File: config.mk
export PLATFORM = sky130hd
export DESIGN_NAME = mem_tag_table
export DESIGN_NICKNAME = d
export VERILOG_FILES = /design/src/mem_pkg.sv /design/src/mem_tag_table.sv
export VERILOG_INCLUDE_DIRS = /design/src
export SDC_FILE = /design/constraint.sdc
export NUM_CORES = 1
export LEC_CHECK = 0
export BUFFER_PORTS_ARGS = -buffer_cell sky130_fd_sc_hd__buf_2
export CAP_MARGIN = 20
export CELL_PAD_IN_SITES_DETAIL_PLACEMENT = 0
export CELL_PAD_IN_SITES_GLOBAL_PLACEMENT = 2
export CORE_AREA = 2 2 487 489
export CTS_BUF_LIST = sky130_fd_sc_hd__clkbuf_16
export DETAILED_ROUTE_END_ITERATION = 16
export DIE_AREA = 0 0 489 491
export MAX_ROUTING_LAYER = met4
export PLACE_DENSITY_LB_ADDON = 0.15
export SYNTH_ARGS = -nofsm -noshare
export SYNTH_HDL_FRONTEND = slang
export SYNTH_SLANG_ARGS = --single-unit
File: constraint.sdc
create_clock -name clk -period 10.7 [get_ports clk]
set_input_delay 2.14 -clock clk [delete_from_list [all_inputs] [get_ports clk]]
set_output_delay 2.14 -clock clk [all_outputs]
set_load 0.02 [all_outputs]
File: src/mem_config.svh
/* memory sizes: address and data widths, line count,
   tag count, minimum latency and counter width */

`ifndef MEM_CONFIG_SVH
`define MEM_CONFIG_SVH

// bus widths
`define XLEN         32
`define DATA_W       64

// 64-bit words held by the array
`define MEM_LINES    64

// tags 1..15 usable, 0 means none
`define NUM_MEM_TAGS 15

// cycles from acceptance until the tag is ready
`define MEM_LATENCY  4
`define LAT_W        4 // must hold MEM_LATENCY

`endif

File: src/mem_pkg.sv
/* memory types, bus command codes and the lowest-tag
   priority function shared by grant and return */

`default_nettype none
`include "mem_config.svh"

package mem_pkg;

	typedef logic [`XLEN-1:0]                     addr_t;     // request address
	typedef logic [`DATA_W-1:0]                   data_t;     // bus data word
	typedef logic [$clog2(`NUM_MEM_TAGS+1)-1:0]   tag_t;      // 0 = none
	typedef logic [`LAT_W-1:0]                    lat_t;      // latency countdown
	typedef logic [$clog2(`MEM_LINES)-1:0]        line_idx_t; // array index
	typedef logic [1:0]                           bus_cmd_t;

	localparam bus_cmd_t BUS_NONE  = 2'h0;
	localparam bus_cmd_t BUS_LOAD  = 2'h1;
	localparam bus_cmd_t BUS_STORE = 2'h2;

	// tag number of the lowest set bit, bit k stands for tag k+1
	// returns 0 when the vector is empty
	function automatic tag_t first_tag(input logic [`NUM_MEM_TAGS-1:0] vec);
		tag_t t;
		t = '0;
		for (int k = `NUM_MEM_TAGS - 1; k >= 0; k--) begin // downward, lowest wins
			if (vec[k]) begin
				t = tag_t'(k + 1);
			end
		end
		return t;
	endfunction

endpackage

`default_nettype wire

File: src/mem_tag_table.sv
/* tag table: request check, lowest idle tag grant, per-tag latency
   counters, waiting flags, captured load data and the response register */

`timescale 1ns/1ps
`default_nettype none
`include "mem_config.svh"

module mem_tag_table import mem_pkg::*; (
	input  wire logic                          clk,
	input  wire logic                          arst_n,

	// request bus
	input  wire addr_t                         proc2mem_addr,
	input  wire data_t                         proc2mem_data,
	input  wire bus_cmd_t                      proc2mem_command,

	// return side, bit k stands for tag k+1
	input  wire logic [`NUM_MEM_TAGS-1:0]      pick,
	output logic [`NUM_MEM_TAGS-1:0]           ready,
	output logic [`NUM_MEM_TAGS*`DATA_W-1:0]   slot_data,

	// array side
	output logic                               wr_en,
	output line_idx_t                          wr_idx,
	output data_t                              wr_data,
	output line_idx_t                          rd_idx,
	input  wire data_t                         rd_data,

	// response bus
	output tag_t                               mem2proc_response
);

	//////////////////////////////////////////////////
	// per-tag state
	//////////////////////////////////////////////////

	lat_t                       cnt [`NUM_MEM_TAGS]; // cycles left until ready
	logic [`NUM_MEM_TAGS-1:0]   waiting;             // accepted, not yet returned
	data_t                      slot_q [`NUM_MEM_TAGS]; // load data or 0 for store

	logic [`NUM_MEM_TAGS-1:0]   idle;      // free to grant
	logic [`NUM_MEM_TAGS-1:0]   grant_vec; // one-hot, tag taken this edge

	//////////////////////////////////////////////////
	// request check
	//////////////////////////////////////////////////

	logic  is_load;
	logic  is_store;
	logic  addr_ok;
	logic  req_valid;
	logic  accept;
	tag_t  grant_tag;

	assign is_load   = (proc2mem_command == BUS_LOAD);
	assign is_store  = (proc2mem_command == BUS_STORE);
	assign addr_ok   = (proc2mem_addr < addr_t'(`MEM_LINES)); // out of range is refused
	assign req_valid = (is_load || is_store) && addr_ok;

	// slot status, both decoded from counter and flag
	always_comb begin
		for (int k = 0; k < `NUM_MEM_TAGS; k++) begin
			idle[k]  = (cnt[k] == '0) && !waiting[k];
			ready[k] = (cnt[k] == '0) && waiting[k]; // done counting, wants the bus
		end
	end

	assign grant_tag = first_tag(idle);             // 0 when every tag busy
	assign accept    = req_valid && (grant_tag != '0);

	always_comb begin
		for (int k = 0; k < `NUM_MEM_TAGS; k++) begin
			grant_vec[k] = accept && (grant_tag == tag_t'(k + 1));
		end
	end

	//////////////////////////////////////////////////
	// array access
	//////////////////////////////////////////////////

	assign rd_idx  = line_idx_t'(proc2mem_addr); // low bits, range checked above
	assign wr_idx  = line_idx_t'(proc2mem_addr);
	assign wr_data = proc2mem_data;
	assign wr_en   = accept && is_store;         // write lands at acceptance edge

	//////////////////////////////////////////////////
	// counters, flags, response
	//////////////////////////////////////////////////

	always_ff @(posedge clk or negedge arst_n) begin
		if (!arst_n) begin
			for (int k = 0; k < `NUM_MEM_TAGS; k++) begin
				cnt[k] <= '0;
			end
			waiting           <= '0;
			mem2proc_response <= '0;
		end else begin
			for (int k = 0; k < `NUM_MEM_TAGS; k++) begin
				if (cnt[k] != '0) begin
					cnt[k] <= cnt[k] - lat_t'(1); // count down once per edge
				end else if (grant_vec[k]) begin
					cnt[k] <= lat_t'(`MEM_LATENCY);
				end

				// grant needs an idle slot and pick a ready one,
				// so both never hit the same tag
				if (grant_vec[k]) begin
					waiting[k] <= 1'b1; // stores wait too, they return an ack
				end else if (pick[k]) begin
					waiting[k] <= 1'b0; // idle from the next edge
				end
			end
			mem2proc_response <= accept ? grant_tag : '0; // one-cycle strobe
		end
	end

	// captured data, only read while the slot is waiting
	always_ff @(posedge clk) begin
		for (int k = 0; k < `NUM_MEM_TAGS; k++) begin
			if (grant_vec[k]) begin
				slot_q[k] <= is_load ? rd_data : '0;
			end
		end
	end

	// flatten for the return select, slot k at bits k*DATA_W up
	always_comb begin
		for (int k = 0; k < `NUM_MEM_TAGS; k++) begin
			slot_data[k*`DATA_W +: `DATA_W] = slot_q[k];
		end
	end

endmodule

`default_nettype wire

; ---- Word level (Yosys, flattened, before mapping)
; Memories as Yosys holds them, arrays and structs flattened.
; Index checks and enable logic that the tools add are counted.
; Widths: inputs -> output; s select.
[op_classes]
add_sub_neg = 15
n_mux = 149
magnitude_cmp = 1
eq_ne = 17
n_reduce_logical = 139
[ops]
columns = op, count
row1 = $mux 64, 15
row2 = $reduce_or 64->1, 14
row3 = $mux 4, 60
row4 = $mux 1, 74
row5 = $reduce_bool 4->1, 16
row6 = $logic_not 4->1, 15
row7 = $reduce_bool 2->1, 30
row8 = $sub 4x1->4 const B, 15
row9 = $logic_and 1x1->1, 48
row10 = $eq 4x4->1 const B, 8
row11 = $lt 32x7->1 const B, 1
row12 = $eq 4x3->1 const B, 4
row13 = $logic_not 1->1, 15
row14 = $eq 4x2->1 const B, 2
row15 = $eq 4x1->1 const B, 1
row16 = $eq 2x1->1 const B, 1
row17 = $eq 2x2->1 const B, 1
row18 = $logic_or 1x1->1, 1
[totals]
out_inout_bits = 1056
word_cells = 353
ramBits = 960
mem_count = 1
reg_bits = 79
inputBits = 179
[memory_table]
columns = memory, words, word_bits, read_ports, rd_clocked_by_memory_dff, wr, line_no
row1 = slot_q, 15, 64, 15, 0, 1, mem_tag_table.sv:39  ; data_t slot_q [`NUM_MEM_TAGS];

; ---- Depth between registers and ports, before layout
; Gate-level depths: netlist of run 1.
[logic_depth]
depth_word = 37
mapped_depth = 8
depth_no_buf = 8

; ---- Worst setup path after synthesis of run 1
; Ideal clock, no wire load.
[synth_path]
path_type = in2reg
start = in proc2mem_command[0]
end = mem slot_q[1][320] (netlist name) (enable)
setup_ns = 0.585
path_slack_ns = 1.641
t_arrival_ns = 8.474
stages = 7
required_ns = 10.115
n_path_buf = 0
path_cell_list = inv_1 ha_1 nor4_1 nand4_1 nor4_2 o2111ai_2 a211oi_1
[synth_via]
elab_cells_between_ends = 92
cone_classes = eq/ne (2) / mux (58) / reduce/logical (32)
[synth_lines]
columns = item, line_no
row1 = from (decl), mem_tag_table.sv:15  ; input wire bus_cmd_t proc2mem_command,
row2 = $eq 2x1->1 or $eq 2x2->1 (tied branches), "mem_tag_table.sv:55, mem_tag_table.sv:56"
row3 = $logic_or 1x1->1 *, mem_tag_table.sv:58  ; assign req_valid = (is_load || is_store) && addr_ok;
row4 = $logic_and 1x1->1 *, mem_tag_table.sv:58
row5 = $logic_and 1x1->1 *, mem_tag_table.sv:69  ; assign accept = req_valid && (grant_tag != '0);
row6 = $logic_and 1x1->1 *, mem_tag_table.sv:73  ; grant_vec[k] = accept && (grant_tag == tag_t'(k + 1));
row7 = named net grant_vec[13], mem_tag_table.sv:42  ; logic [`NUM_MEM_TAGS-1:0] grant_vec;
row8 = $mux 1 *, mem_tag_table.sv:120  ; if (grant_vec[k]) begin
row9 = $mux 1 *, mem_tag_table.sv:121  ; slot_q[k] <= is_load ? rd_data : '0;
row10 = $reduce_or 64->1 (no line), -
row11 = $mux 4 (no line) or $mux 1 (tied branches) (2 in series), -
row12 = to (decl), mem_tag_table.sv:39
; The timed path passes the listed nets; every way through them passes the cells marked *.

; ---- Worst setup path after layout of run 1
[layout_path]
start = in proc2mem_command[0]
end = out wr_en
[layout_via]
elab_chain_len = 5
elab_cells_between_ends = 6
cone_classes = eq/ne (2) / reduce/logical (4)
[layout_lines]
columns = item, line_no
row1 = $eq 2x1->1 or $eq 2x2->1 (tied branches), "mem_tag_table.sv:55, mem_tag_table.sv:56"
row2 = $logic_or 1x1->1, mem_tag_table.sv:58
row3 = $logic_and 1x1->1, mem_tag_table.sv:58
row4 = $logic_and 1x1->1, mem_tag_table.sv:69
row5 = $logic_and 1x1->1 *, mem_tag_table.sv:84  ; assign wr_en = accept && is_store;
row6 = to (decl), mem_tag_table.sv:23  ; output logic wr_en,
; Mark *: on every way between the ends. The rest lies on a longest branch, timed or not.

==> impl_metrics.ini, run 1 <==
[status]
status = complete, no violations

[critical_path]
r2r_slack_ns = 6.35
required_ns = 8.56
slowest_delay_ns = 0.28
worstPathMaxFanout = 3
critPathLaunch = proc2mem_command[0]
r2r-start = cnt[1]$_DFFE_PN0P_
path_delay_family = simple AND/OR/NAND/NOR gates
cp_common_cell = buf_2
crit_buf_inv = 3
r2r_cells = 9
critPathKind = in2out
crit_slowest_cell = ha_1
crit_path_cell_trace = buf_2 > inv_1 > ha_1 > nor4_1 > nand4_1 > nor2_1 > nand2_1 > a41oi_1 > buf_2
startpoint_type = input port
worst-path-stages = 9
arrival_ns = 3.73
cp-end-kind = output pin

[detailed_routing]
ant_nets = 0
via_count = 19000
wire_per_inst_um = 25.7
firstDrtPassIters = 4
vias_per_cell = 3.20
first_iter_violations = 1019
route.detailed.drc = 0
routed_wl_um = 153000

[pwr]
switching_share = 0.219
p_int_uw = 6960
p_leak_uw = 0.0154
total_power_uw = 8910
combPwrFrac = 0.012
p_sw_uw = 1950
pwr-share-seq = 0.496
clockPowerShare = 0.492
irDropWorstVdd_uv = 111
powerDensity_mw_per_mm2 = 189

[place]
gp_congestion = 0.728
hpwl_um = 107000
port_buffers = 1088
place_area_mm2 = 0.0428

[sta]
rsz0062_at_grt = false
final_max_slew_viol_count = 0
whs_ns = 0.476
slew_headroom = 0.288
post-route-period-util = 0.548
hold_viol = 0
fin_crit_ns = 5.87
setup_tns_ns = 0
setup_viol = 0
fin_skew_ns = 0.0419
worst_pin_slew_ns = 1.07
max_freq_ghz = 0.170

[global_routing]
grt_pass1_vias = 19300
grtUsageTotal = 0.126
grt_use_met2 = 0.211
met3_usage = 0.0418
grt_max_degree = 45
overflow = 0
met1_usage = 0.142
grt_antenna_before_repair = 16
grt_pass1_wl_um = 196000
busiest_layer = met2

[synthesis]
ys_async_sr_fraction = 0.0760
syn_nets = 1684
avgSynthCellArea_um2 = 22.4
ys_ff_latch = 1039
synth_cell_type_count = 54
synth_top_flop_cell = edfxtp_1
synth.cell_area_mm2 = 0.0336
ys_seq_area_frac = 0.917
synth_warnings = 0
synth.largest_area_cell = edfxtp_1
synth_edf_count = 960
synth_top_area_frac = 0.858
netlist_top_cells_area = edfxtp_1, dfrtp_1, buf_4
syn_inst = 1503

[die]
num_rows = 178
die_w_um = 489
start_util = 0.143
fp.dieArea_mm2 = 0.240
pin_count = 1235
core_mm2 = 0.235
chipHeight_um = 491

[clocking]
clkSlewWorstSetupHoldPaths_ns = 0.06
cts_max_level = 4
post_cts_resized = 0
cts_hold_buf = 0
cts_tree = done
cts_sinks = 1039
clockBufferDepth = 3
cts_root_buffer = clkbuf_16
cts_buffers = 135
clkLatencyLatePin_ns = 0.78
postCtsSetupBuffers = 0

[finish]
final_layout_size_suffix_gt1_frac = 0.480
layout.nets = 2863
final_area_mm2 = 0.0471
areaGrowthSynthToFinish_pct = 40.1
final_util = 0.201

[job]
cap_viol_max_count = 0

[worst_hold_path]
whs_path_depth = 1
hp-class = reg2reg
hold_start = cnt[56]$_DFFE_PN0P_
layout make-up:
type | instances | area [um2]
antenna | 8 | 20.0
clock buffer | 136 | 3400
timing repair buffer | 1129 | 5760
inverter | 23 | 88.8
multi-input combinational | 354 | 2230
sequential | 1039 | 30800
clock inverter | 108 | 827
fill | 25100 | 187000
tap | 3150 | 3940
worst paths after layout:
path / to
max in group asynchronous: cnt[9]$_DFFE_PN0P_
min in group asynchronous: mem2proc_response[0]$_DFF_PN0_
setup / recovery: wr_en
setup reg to reg: slot_q[0][426]$_DFFE_PP_
hold / removal: cnt[56]$_DFFE_PN0P_
hold reg to reg: cnt[56]$_DFFE_PN0P_
registers in the layout (all words and copies together) (netlist names):
name               flops
slot_q               960
cnt                   60
waiting               15
mem2proc_response      4
synth_stat cells, types with 4 or more instances:
| library cell | n |
|---|---|
| a21oi_1 | 8 |
| and2_1 | 69 |
| buf_4 | 76 |
| clkbuf_1 | 9 |
| dfrtp_1 | 79 |
| edfxtp_1 | 960 |
| inv_1 | 23 |
| nand2_1 | 33 |
| nand3_1 | 5 |
| nor2_1 | 61 |
| nor2b_1 | 8 |
| nor3_1 | 29 |
| nor4_1 | 9 |
| o211ai_1 | 8 |
| o21a_1 | 5 |
| o21ai_0 | 28 |
| o21bai_1 | 4 |
| o22ai_1 | 14 |
| or2_2 | 5 |
| or3_1 | 4 |
| or4_1 | 11 |
per-stage QoR:
step	worst slack, ns	instances
after global routing	4.67	5941
after detailed placement	4.77	5695
after global placement	4.80	5693
after CTS	4.81	5939
after floorplan	1.64	1503
final	4.83	5947
cell usage in the layout, fill, tap and decap left out, types with 4 or more instances in the layout:
master     instances
o211ai_1           8
buf_4             41
nor2b_1            8
diode_2            8
bufinv_16          8
buf_2           1087
o21a_1             5
a211oi_4           4
clkinv_2          16
clkbuf_16        136
o21ai_0           28
nor2_4             8
or3_1              4
nand3_1            5
o21bai_1           4
or4_1             11
dfrtp_1           79
nor4_1             9
inv_1             57
or2_2              5
nor2_1            53
and2_1            67
clkinv_1          33
nand2_1           33
a21oi_1            8
edfxtp_1         960
inv_6              6
nor3_1            27
o22ai_1           14
layer usage:
metal | vias to the layer above | part of all wire
li1 | 8167 | -
met1 | 9826 | 0.39
met2 | 849 | 0.50
met3 | 199 | 0.082
met4 | 0 | 0.025
met5 | - | 0
power by group through the flow:
stage	clock network, uW	registers (uW)	logic [uW]
finish	4380	4420	103
global route	4710	4420	117
CTS	4570	4420	113
detailed placement	0	4500	113
global placement	0	4500	114
floorplan	0	4500	70.0
cells by family (layout without fill, tap and decap cells):
| group | count (synthesis) | in the layout | synth area share |
|---|---|---|---|
| DFF | 1039 | 1039 | 0.917 |
| and+or+nand+nor | 250 | 250 | 0.0400 |
| buffers and inverters | 110 | 1396 | 0.0209 |
| AOI/OAI and AO/OA | 99 | 99 | 0.0209 |
| xor gates and xnor gates | 3 | 3 | 0.000782 |
| adders and majority gates | 2 | 2 | 0.000745 |
| other | 0 | 8 | 0 |
Power figures use the tool's default switching activity.
==> inputs of run 2 (changes only) <==
Settings changed: CORE_AREA 2 2 487 489 to 2 2 486 488, DIE_AREA 0 0 489 491 to 0 0 488 490.
Clock period 10.7 ns to 5.5 ns, I/O delays scaled along.
==> impl_metrics.ini, run 2 (synthesis gave the netlist of run 1 again) <==
[status]
status = complete, no violations

[global_routing]
grt_pass1_vias = 19000
grtUsageTotal = 0.127
busiest_layer = met2
grt_antenna_before_repair = 22
grt_use_met2 = 0.216
grt_max_degree = 67
overflow = 0
grt_pass1_wl_um = 195000
met3_usage = 0.0382
met1_usage = 0.144

[clocking]
clkSlewWorstSetupHoldPaths_ns = 0.06
cts_tree = done
cts_sinks = 1039
postCtsSetupBuffers = 0
cts_buffers = 133
post_cts_resized = 0
cts_max_level = 4
clockBufferDepth = 3
clkLatencyLatePin_ns = 0.79
cts_root_buffer = clkbuf_16
cts_hold_buf = 0

[sta]
fin_skew_ns = 0.0365
post-route-period-util = 0.814
setup_tns_ns = 0
hold_viol = 0
rsz0062_at_grt = false
setup_viol = 0
slew_headroom = 0.304
final_max_slew_viol_count = 0
fin_crit_ns = 4.47
max_freq_ghz = 0.223
worst_pin_slew_ns = 1.04

[finish]
multi_input_area_mm2 = 0.00224
regMostFlops = slot_q
final-seq-area_mm2 = 0.0308
final_layout_size_suffix_gt1_frac = 0.480
reg_top3 = slot_q: 960 flops, cnt: 60 flops, waiting: 15 flops
layout.nets = 2862
nFillCells = 25000
largest_reg_flops = 960
stdcell_count = 5943
final_common_cell = buf_2
areaGrowthSynthToFinish_pct = 40.8
mostFrequentLayoutCells = buf_2, edfxtp_1, clkbuf_16, dfrtp_1, and2_1

[detailed_routing]
vias_per_cell = 3.21
first_iter_violations = 1225
routed_wl_um = 153000
ant_nets = 0
wire_per_inst_um = 25.8
route.detailed.drc = 0
via_count = 19100
firstDrtPassIters = 5

[pwr]
total_power_uw = 17200
p_leak_uw = 0.0155
irDropWorstVdd_uv = 216
powerDensity_mw_per_mm2 = 364

[critical_path]
worstPathMaxFanout = 66
critPathKind = in2reg
required_ns = 5.89
startpoint_type = input port
crit_slowest_cell = nor4_2
slowest_delay_ns = 0.76
cp_common_cell = nor4_2
crit_path_cell_trace = buf_2 > inv_1 > ha_1 > nor4_2 > buf_4 > nand4_1 > nor4_2 > o21ai_1 > a211oi_4 > buf_12
cp-end-kind = register
arrival_ns = 4.87

[die]
start_util = 0.144
num_rows = 178
core_mm2 = 0.234
die_w_um = 488
pin_count = 1235
chipHeight_um = 490
fp.dieArea_mm2 = 0.239

[place]
dp_cells = 5695
gp_congestion = 0.731
port_buffers = 1088
hpwl_um = 109000

[job]
cap_viol_max_count = 0

[worst_hold_path]
hp-class = in2async
==> run 2: critical path: cells and delay by family <==
| kind | cells | cell delay [ns] |
|---|---|---|
| fa+ha+maj | 1 | 0.30 |
| buf+inv | 4 | 0.82 |
| simple gates | 3 | 1.43 |
| compound gates | 2 | 0.92 |
==> run 2: per-layer routing <==
layer	part of all wire	wire length (um)
met1	0.40	61100
met2	0.51	77500
met3	0.074	11300
met4	0.021	3170
met5	0	0
==> run 2: final cells by class <==
type	count	area share
flip-flops and latches	1039	0.651
multi-input cells	354	0.0474
inverters	23	0.00188
well taps	3150	0.0833
diodes	9	0.000476
repair buffers	1130	0.127
clock buffers	134	0.0709
clock inverters	104	0.0178
==> run 2: per-stage QoR <==
stage | util | instance area [um2] | hold slack [ns] | setup WS [ns]
finish | 0.202 | 47300 | 0.429 | 1.03
global route | 0.202 | 47300 | 0.433 | 0.910
CTS | 0.202 | 47300 | 0.371 | 1.03
detailed placement | 0.184 | 43100 | 0.467 | 0.226
global placement | 0.184 | 43000 | 0.459 | 0.321
floorplan | - | 33700 | 0.432 | -0.352
==> run 2: power breakdown <==
part / internal (uW) / switching (uW)
sequential: 8600 / 0.00000238
clock: 4770 / 3660
combinational: 44.9 / 169
total: 13400 / 3830
==> run 2: final timing paths <==
check                      cells after the start           startpoint                       end  slack [ns]
max                                           10  proc2mem_command[0]  slot_q[0][367]$_DFFE_PP_        1.03
min                                            1               arst_n       cnt[44]$_DFFE_PN0P_        0.43
max reg2reg                                    7   cnt[1]$_DFFE_PN0P_  slot_q[0][269]$_DFFE_PP_        1.57
min reg2reg                                    1  cnt[56]$_DFFE_PN0P_       cnt[56]$_DFFE_PN0P_        0.46
max in group asynchronous                      2               arst_n       cnt[15]$_DFFE_PN0P_        4.20
min in group clk                               1  cnt[56]$_DFFE_PN0P_       cnt[56]$_DFFE_PN0P_        0.46
